`src/mem_pkg.sv`:
```
package mem_pkg;

  // Memory side of the cache, one 128-bit beat per transfer
  localparam int beat_bits       = 128;
  localparam int beats_per_line  = 4;
  localparam int beat_index_bits = $clog2(beats_per_line);

  // Line address drops the beat and word fields of a word address
  localparam int line_addr_bits  = 26;

  typedef logic [beat_bits-1:0]      beat_t;
  typedef logic [line_addr_bits-1:0] line_addr_t;

  typedef struct packed {
    line_addr_t addr;
    logic       rw;     // 1 for write-back, 0 for refill
  } mem_req_t;

endpackage

```
`src/cache_pkg.sv`:
```
package cache_pkg;

  //////////////////////////////////////////////////////////////////////
  // Geometry
  //////////////////////////////////////////////////////////////////////

  localparam int num_lines      = 256;
  localparam int index_bits     = 8;
  localparam int word_addr_bits = 30;
  localparam int word_bits      = 32;
  localparam int words_per_beat = 4;

  // Word address layout is tag | index | beat | word
  localparam int word_sel_bits  = $clog2(words_per_beat);
  localparam int index_lsb      = word_sel_bits + 2;      // Two beat bits below the index
  localparam int tag_lsb        = index_lsb + index_bits;
  localparam int tag_bits       = word_addr_bits - tag_lsb;

  typedef logic [word_addr_bits-1:0] word_addr_t;
  typedef logic [word_bits-1:0]      word_t;
  typedef logic [word_bits/8-1:0]    byte_mask_t;
  typedef logic [index_bits-1:0]     index_t;
  typedef logic [tag_bits-1:0]       tag_t;

  typedef struct packed {
    logic valid;
    logic dirty;
    tag_t tag;
  } tag_entry_t;

  typedef struct packed {
    word_addr_t addr;
    word_t      data;
    byte_mask_t wmask;  // All zero for a read
  } cpu_req_t;

  typedef enum logic [1:0] {
    tag_invalidate,
    tag_fill_clean,
    tag_mark_dirty
  } tag_update_t;

  // Controller to datapath
  typedef struct packed {
    logic        capture;
    logic        lookup_rd;
    logic        tag_wr;
    tag_update_t tag_update;
    logic        data_wr;
    logic        fill_src;    // Memory beat instead of merged store
    logic [1:0]  beat;
    logic        wb_rd;
    index_t      init_index;
  } cache_ctrl_t;

  // Datapath to controller, meaningful in lookup
  typedef struct packed {
    logic hit;
    logic victim_dirty;
    logic is_write;
  } cache_stat_t;

  function automatic index_t addr_index(word_addr_t addr);
    return addr[index_lsb +: index_bits];
  endfunction

  function automatic tag_t addr_tag(word_addr_t addr);
    return addr[tag_lsb +: tag_bits];
  endfunction

  function automatic logic [1:0] addr_beat(word_addr_t addr);
    return addr[index_lsb-1:word_sel_bits];
  endfunction

  function automatic logic [word_sel_bits-1:0] addr_word(word_addr_t addr);
    return addr[word_sel_bits-1:0];
  endfunction

endpackage
```
`src/cache_ctrl.sv`:
```
`timescale 1ns/100ps

module cache_ctrl
  import cache_pkg::*, mem_pkg::*;
(
  input  logic        clk,
  input  logic        reset,
  input  logic        cpu_req_val,
  output logic        cpu_req_rdy,
  output logic        cpu_resp_val,
  output logic        mem_req_val,
  input  logic        mem_req_rdy,
  output logic        mem_req_rw,
  output logic        mem_req_data_valid,
  input  logic        mem_req_data_ready,
  input  logic        mem_resp_val,
  input  cache_stat_t stat,
  output cache_ctrl_t ctrl
);

  typedef enum logic [2:0] {
    st_init,
    st_idle,
    st_lookup,
    st_wb_req,
    st_wb_data,
    st_fill_req,
    st_fill_data,
    st_reread
  } state_t;

  state_t                     state;
  state_t                     next_state;
  index_t                     init_cnt;
  logic [beat_index_bits-1:0] beat_cnt;
  logic                       wb_gap;       // RAM read slot between write-back beats
  logic                       init_done;
  logic                       last_beat;
  logic                       wb_beat_fire;
  logic                       fill_beat;

  assign init_done    = (init_cnt == index_t'(num_lines - 1));
  assign last_beat    = (beat_cnt == beat_index_bits'(beats_per_line - 1));
  assign wb_beat_fire = (state == st_wb_data) && !wb_gap && mem_req_data_ready;
  assign fill_beat    = (state == st_fill_data) && mem_resp_val;

  //////////////////////////////////////////////////////////////////////
  // State and counters
  //////////////////////////////////////////////////////////////////////

  always_ff @(posedge clk) begin
    if (reset) begin
      state    <= st_init;
      init_cnt <= '0;
      beat_cnt <= '0;
      wb_gap   <= 1'b0;
    end else begin
      state <= next_state;
      if (state == st_init) begin
        init_cnt <= init_cnt + 1'b1;
      end
      // Wraps back to zero after the last beat
      if (wb_beat_fire || fill_beat) begin
        beat_cnt <= beat_cnt + 1'b1;
      end
      if (state == st_wb_data) begin
        wb_gap <= wb_beat_fire && !last_beat;
      end
    end
  end

  //////////////////////////////////////////////////////////////////////
  // Next state and strobes
  //////////////////////////////////////////////////////////////////////

  always_comb begin
    next_state         = state;
    ctrl               = '0;
    ctrl.beat          = beat_cnt;
    ctrl.init_index    = init_cnt;
    cpu_req_rdy        = 1'b0;
    cpu_resp_val       = 1'b0;
    mem_req_val        = 1'b0;
    mem_req_rw         = 1'b0;
    mem_req_data_valid = 1'b0;

    case (state)
      st_init: begin
        ctrl.tag_wr     = 1'b1;         // Clear one tag per cycle
        ctrl.tag_update = tag_invalidate;
        if (init_done) begin
          next_state = st_idle;
        end
      end

      st_idle: begin
        cpu_req_rdy  = 1'b1;
        ctrl.capture = cpu_req_val;
        if (cpu_req_val) begin
          next_state = st_lookup;
        end
      end

      st_lookup: begin
        if (stat.hit) begin
          cpu_resp_val    = !stat.is_write;
          ctrl.data_wr    = stat.is_write;   // Merged beat back into the line
          ctrl.tag_wr     = stat.is_write;
          ctrl.tag_update = tag_mark_dirty;
          next_state      = st_idle;
        end else if (stat.victim_dirty) begin
          next_state = st_wb_req;
        end else begin
          next_state = st_fill_req;
        end
      end

      st_wb_req: begin
        mem_req_val = 1'b1;
        mem_req_rw  = 1'b1;
        ctrl.wb_rd  = 1'b1;   // Beat 0 ready once the request is taken
        if (mem_req_rdy) begin
          next_state = st_wb_data;
        end
      end

      st_wb_data: begin
        ctrl.wb_rd         = wb_gap;
        mem_req_data_valid = !wb_gap;
        if (wb_beat_fire && last_beat) begin
          next_state = st_fill_req;
        end
      end

      st_fill_req: begin
        mem_req_val = 1'b1;
        if (mem_req_rdy) begin
          next_state = st_fill_data;
        end
      end

      st_fill_data: begin
        ctrl.fill_src = 1'b1;
        ctrl.data_wr  = mem_resp_val;
        if (fill_beat && last_beat) begin
          ctrl.tag_wr     = 1'b1;
          ctrl.tag_update = tag_fill_clean;
          next_state      = st_reread;
        end
      end

      st_reread: begin
        ctrl.lookup_rd = 1'b1;  // Second lookup, now a hit
        next_state     = st_lookup;
      end

      default: begin
        next_state = st_init;
      end
    endcase
  end

endmodule

```
`config.mk`:
```
export PLATFORM = sky130hd
export DESIGN_NAME = cache_ctrl
export DESIGN_NICKNAME = d
export VERILOG_FILES = /design/src/mem_pkg.sv /design/src/cache_pkg.sv /design/src/cache_ctrl.sv
export SDC_FILE = /design/constraint.sdc
export NUM_CORES = 1
export LEC_CHECK = 0
export BUFFER_PORTS_ARGS = -buffer_cell sky130_fd_sc_hd__buf_2
export CAP_MARGIN = 40
export CORE_UTILIZATION = 51
export CTS_CLUSTER_SIZE = 10
export DETAILED_ROUTE_END_ITERATION = 12
export PLACE_DENSITY = 0.92
export SLEW_MARGIN = 10
export SYNTH_ARGS = -nofsm -noshare
export SYNTH_HDL_FRONTEND = slang
export SYNTH_SLANG_ARGS = --single-unit
```
`constraint.sdc`:
```
create_clock -name clk -period 3.8 [get_ports clk]
set_clock_uncertainty 0.05 [all_clocks]
set_input_delay 0.19 -clock clk [delete_from_list [all_inputs] [get_ports clk]]
set_output_delay 0.19 -clock clk [all_outputs]
set_load 0.02 [all_outputs]
```
==> out/metrics.yaml, run 1 <==
initial_utilization: 0.5552
power_density_nw_per_um2: 419.2
nets: 148
postCtsSetupBuffers: 0
grt_pass1_vias: 715
path_class: "flop to primary output"
antenna_found_initial: 0
fin_crit_sh: 0.5120
fillerInstances: 132
htreeDepth: 1
viasPerCell: 5.616
ctsHoldBuffers: 0
syn_area_um2: 855.8
max-slew-margin-rel: 0.6939
grt_max_degree: 16
cts_sinks: 14
seq_area_frac_synth: 0.3275
dpl.hpwl_mm: 1.454
arrival_ns: 1.71
synth_area_leaders: "dfxtp_1 33%, xnor2_1 6.1%, nand2_1 5.7%"
hold_viol: 0
synth_common_cells: "14 x dfxtp_1, 13 x nand2_1, 13 x nor2_1"
io_pins: 32
antennaDiodeCount: 0
ys_types: 34
cts-root-buf: "clkbuf_4"
drv_cap: 0
synth_most_common_cell: "dfxtp_1"
synth_area_leader_cell: "dfxtp_1"
core_um2: 1541
die_x_um: 42.97
grt_overflow: 0
cts_buffers: 3
port_buffers: 31
synth_top_area_frac: 0.3275
synth_ff_type: "dfxtp_1"
die_area_um2: 1846
detail-route-antenna-nets: 0
ys_ff_latch: 14
critPathMaxFanout: 14
rsz0062_at_grt: "no"
ir_drop_mv: 0.3156
drv_slew: 0
setup_ws_ns: 1.854
totalWireLength_mm: 1.838
syn_to_final_growth_pct: 19.74
cts_tree: "built"
finalWeightedCongestion: 0.8822
grt_usage: 0.2100
critPathLaunchType: "flop"
die_y_um: 42.97
final_util: 0.6648
syn_avg_cell_area_um2: 8.074
fp-row-count: 14
fin_hold_ws_ns: 0.1934
stdcell_count: 151
dp_slack_ns: 2.113
synth_nets: 117
clk_path_buf_depth: 2
synthesis.yosys.warnings: 0
worstPathRequired_ns: 3.56
tightest_slew_ns: 0.4585
wl_per_cell_um: 12.17
drt-initial-drc-count: 12
cts_resized: 0
setup_tns_ns: 0
synthCells: 106
vias: 848
async_reset_ff_frac: 0
insertion_delay_ns: 0.28
drive_gt1_frac: 0.2889
clk_pin_slew_ns: 0.08
placed_cells: 148
min_path_type: "input pin to flop"
period_minus_slack_ns: 1.946
power_leakage_nw: 0.4772
drcViolationCount: 0
crit_path_end_kind: "primary output"
setup_viol: 0
drt_first_pass_iters: 4
synth_edf_count: 0
grt_pass1_wl_mm: 2.904
outcome: "completed"
regArea_um2: 280.3
fmax_mhz: 514.0
multiInputGateArea_um2: 528.0
==> layout make-up <==
class	count	area share
flip-flops and latches	14	0.2735
repair buffers	31	0.1514
clock buffers	3	0.02198
multi-input cells	82	0.5153
well taps	16	0.01954
inverters	5	0.01832
==> flip-flops by register name (all words and copies together) (netlist names) <==
name and flops:
beat_cnt 2, init_cnt 8, state 3, wb_gap 1
==> cells by family after synthesis <==
kind of cell	after synthesis	synth area share
flip-flops	14	0.3275
XOR/XNOR	8	0.08187
AND/OR/NAND/NOR	56	0.3582
adder cells (fa/ha/maj)	2	0.02924
AO/OA/AOI/OAI	13	0.1111
multiplexers	3	0.03655
buffers and inverters	10	0.05556
==> cells in the final DEF, fill, tap and decap left out, types with 2 or more instances in the layout <==
cell,synthesis,layout
xnor2_1,6,6
a21oi_1,4,4
clkbuf_4,0,3
nand3_1,4,4
nor3b_1,3,3
and3_1,2,2
and2_1,3,3
nor2_1,13,13
inv_1,5,5
buf_2,2,31
or3_1,2,2
nand4_1,3,3
o21ai_0,2,2
nor3_1,4,4
dfxtp_1,14,14
mux2i_1,2,2
nor2b_1,3,3
nand2_1,13,13
a21o_1,2,2
ha_1,2,2
xor2_1,2,2
==> where the power goes <==
| group | internal [mW] | switching [mW] | leakage (nW) | total [mW] |
|---|---|---|---|---|
| registers | 0.163 | 0.0282 | 0.114 | 0.192 |
| clock network | 0.0368 | 0.0441 | 0.0138 | 0.0809 |
| logic | 0.0615 | 0.0956 | 0.350 | 0.157 |
| total | 0.262 | 0.168 | 0.477 | 0.430 |
==> final timing paths <==
kind,depth (start not counted),startpoint,to,slack [ns]
setup / recovery,5,state[1]$_SDFFE_PP0P_,ctrl[15],1.85
setup reg to reg,3,state[2]$_SDFFE_PP0P_,wb_gap$_SDFFE_PP0N_,2.10
hold reg to reg,2,init_cnt[1]$_SDFFE_PP0P_,init_cnt[1]$_SDFFE_PP0P_,0.45
hold / removal,2,reset,beat_cnt[1]$_SDFFE_PP0P_,0.19
==> critical path, cell delays in order (launching register included) <==
cell	delay [ns]
dfxtp_1	0.61
nor2b_1	0.29
and3_1	0.22
nand2_1	0.08
nand3_1	0.06
buf_2	0.16
==> metal layers <==
metal / vias to the layer above / track usage / part of all wire
met5: - / 0 / 0
met4: 0 / 0.1030 / 0.021
met3: 5 / 0.04255 / 0.067
met2: 35 / 0.3606 / 0.50
met1: 383 / 0.2460 / 0.42
li1: 425 / - / -
==> stage by stage <==
step / instance area [um^2] / power (mW)
final: 1025 / 0.4295
after global routing: 1025 / 0.4597
after CTS: 1025 / 0.4314
after detailed placement: 1002 / 0.3524
after global placement: 1002 / 0.3452
after floorplan: 855.8 / 0.3150
No activity file was read; power rests on OpenSTA's default activity.
==> inputs of run 2 (changes only) <==
- CORE_UTILIZATION: 51 -> 47
- PLACE_DENSITY: 0.92 -> 0.87
- clock period: 3.8 -> 1.95 ns (I/O delays scaled with it)
==> run 2 against run 1 <==
Compared with the run above:
- combinational power grew 97%
- die area grew 8.1%
- utilization shrank 4.5 points
- design area grew 3.3%
- critical endpoint unchanged
==> out/metrics.yaml, run 2 (same netlist as run 1, synthesis figures left out) <==
rsz0062_at_grt: "no"
path_class: "flop to primary output"
initial_utilization: 0.5011
drive_gt1_frac: 0.3066
final_cell_mix: "31 x buf_2, 13 x nand2_1, 13 x nor2_1, 13 x dfxtp_1, 6 x xnor2_1"
hold_viol: 0
cts-root-buf: "clkbuf_4"
die_y_um: 44.67
top_register: "init_cnt"
finalWeightedCongestion: 0.8220
detail-route-antenna-nets: 0
drt_first_pass_iters: 5
insertion_delay_ns: 0.28
cts_tree: "built"
regArea_um2: 281.5
crit_end: "ctrl[15]"
antennaDiodeCount: 0
worstPathRequired_ns: 1.80
final_common_cell: "buf_2"
setup_viol: 0
power_leakage_nw: 0.4903
antenna_found_initial: 0
die_x_um: 44.67
largest_reg_flops: 8
crit_path_end_kind: "primary output"
multiInputGateArea_um2: 528.0
critPathLaunchType: "flop"
worstReg2RegStart: "state[0]$_SDFFE_PP0P_"
setup_tns_ns: 0
top_regs: "init_cnt x8, state x3, beat_cnt x2"
drcViolationCount: 0
grt_overflow: 0
fmax_mhz: 578.8
startpoint: "state[1]$_SDFFE_PP0P_"
io_pins: 32
period_minus_slack_ns: 1.728
nets: 149
syn_to_final_growth_pct: 23.68
vias: 843
clk_path_buf_depth: 2
cts_buffers: 3
critPathMaxFanout: 14
grt_usage: 0.2121
fp-row-count: 15
max-slew-margin-rel: 0.7385
wl_per_cell_um: 11.53
grt_pass1_vias: 724
tightest_slew_ns: 0.3902
timing.rr.end: "init_cnt[7]$_SDFFE_PP0P_"
fin_crit_sh: 0.8860
fin_hold_ws_ns: 0.1021
rrSetupSlack_ns: 0.33
port_buffers: 31
clk_pin_slew_ns: 0.08
totalWireLength_mm: 1.868
htreeDepth: 1
ir_drop_mv: 0.5690
power_density_nw_per_um2: 837.8
drt-initial-drc-count: 16
die_area_um2: 1995
cts_sinks: 14
drv_cap: 0
dpl.hpwl_mm: 1.473
arrival_ns: 1.58
min_path_type: "input pin to flop"
grt_max_degree: 15
viasPerCell: 5.204
fillerInstances: 159
outcome: "completed"
grt_pass1_wl_mm: 3.063
drv_slew: 0
r2r_cells: 4
core_um2: 1708
==> run 2: cell types whose count changed in the layout (fill, tap and decap cells not counted) <==
cell / previous run / this run
dfxtp_2: 0 / 1
clkbuf_8: 0 / 1
dfxtp_1: 14 / 13
buf_4: 0 / 1
==> run 2: layout make-up <==
class / count / share of cell area
clock buffers: 4 / 0.03428
multi-input cells: 82 / 0.4988
flip-flops and latches: 14 / 0.2660
well taps: 25 / 0.02955
repair buffers: 32 / 0.1537
inverters: 5 / 0.01773
==> run 2: what timing repair did <==
action | in CTS | in global routing
resized for setup | 0 | 1
buffers inserted | 0 | 0
endpoints found under the setup margin | 0 | 4
hold buffers | 0 | 0
==> run 2: critical path, stage by stage (launching register included) <==
cell     delay, ns
dfxtp_2       0.49
nor2b_1       0.29
and3_1        0.21
nand2_1       0.07
nand3_1       0.08
buf_2         0.16
==> run 2: how the worst min path moves through the flow <==
stage	start	slack, ns	depth (start not counted)	endpoint
final	reset	0.10	2	init_cnt[0]$_SDFFE_PP0P_
after global placement	reset	0.38	2	state[1]$_SDFFE_PP0P_
after CTS	reset	0.09	2	init_cnt[0]$_SDFFE_PP0P_
after floorplan	reset	0.12	1	init_cnt[1]$_SDFFE_PP0P_
after global routing	reset	0.11	2	init_cnt[4]$_SDFFE_PP0P_
after detailed placement	reset	0.38	2	init_cnt[6]$_SDFFE_PP0P_
==> run 2: routing by layer <==
layer | up-vias | wire length (um) | GRT usage
li1 | 427 | - | -
met1 | 379 | 841 | 0.2705
met2 | 33 | 890 | 0.3412
met3 | 4 | 111 | 0.02857
met4 | 0 | 25 | 0.1212
met5 | - | 0 | 0
==> run 2: stage by stage <==
| step | total power, mW | util | setup WS, ns | instance area, um^2 | std cells |
|---|---|---|---|---|---|
| floorplan | 0.6139 | - | 0.3311 | 855.8 | 106 |
| global placement | 0.6748 | 0.5978 | 0.3721 | 1021 | 158 |
| detailed placement | 0.6861 | 0.5978 | 0.3087 | 1021 | 158 |
| CTS | 0.8939 | 0.6190 | 0.05859 | 1057 | 162 |
| global route | 0.9491 | 0.6198 | 0.1270 | 1059 | 162 |
| finish | 0.8868 | 0.6198 | 0.2223 | 1059 | 162 |
==> run 2: report_power, final <==
part,internal [mW],leakage [nW],switching [mW]
Combinational,0.121,0.355,0.188
Clock,0.114,0.0210,0.0922
Sequential,0.319,0.114,0.0534
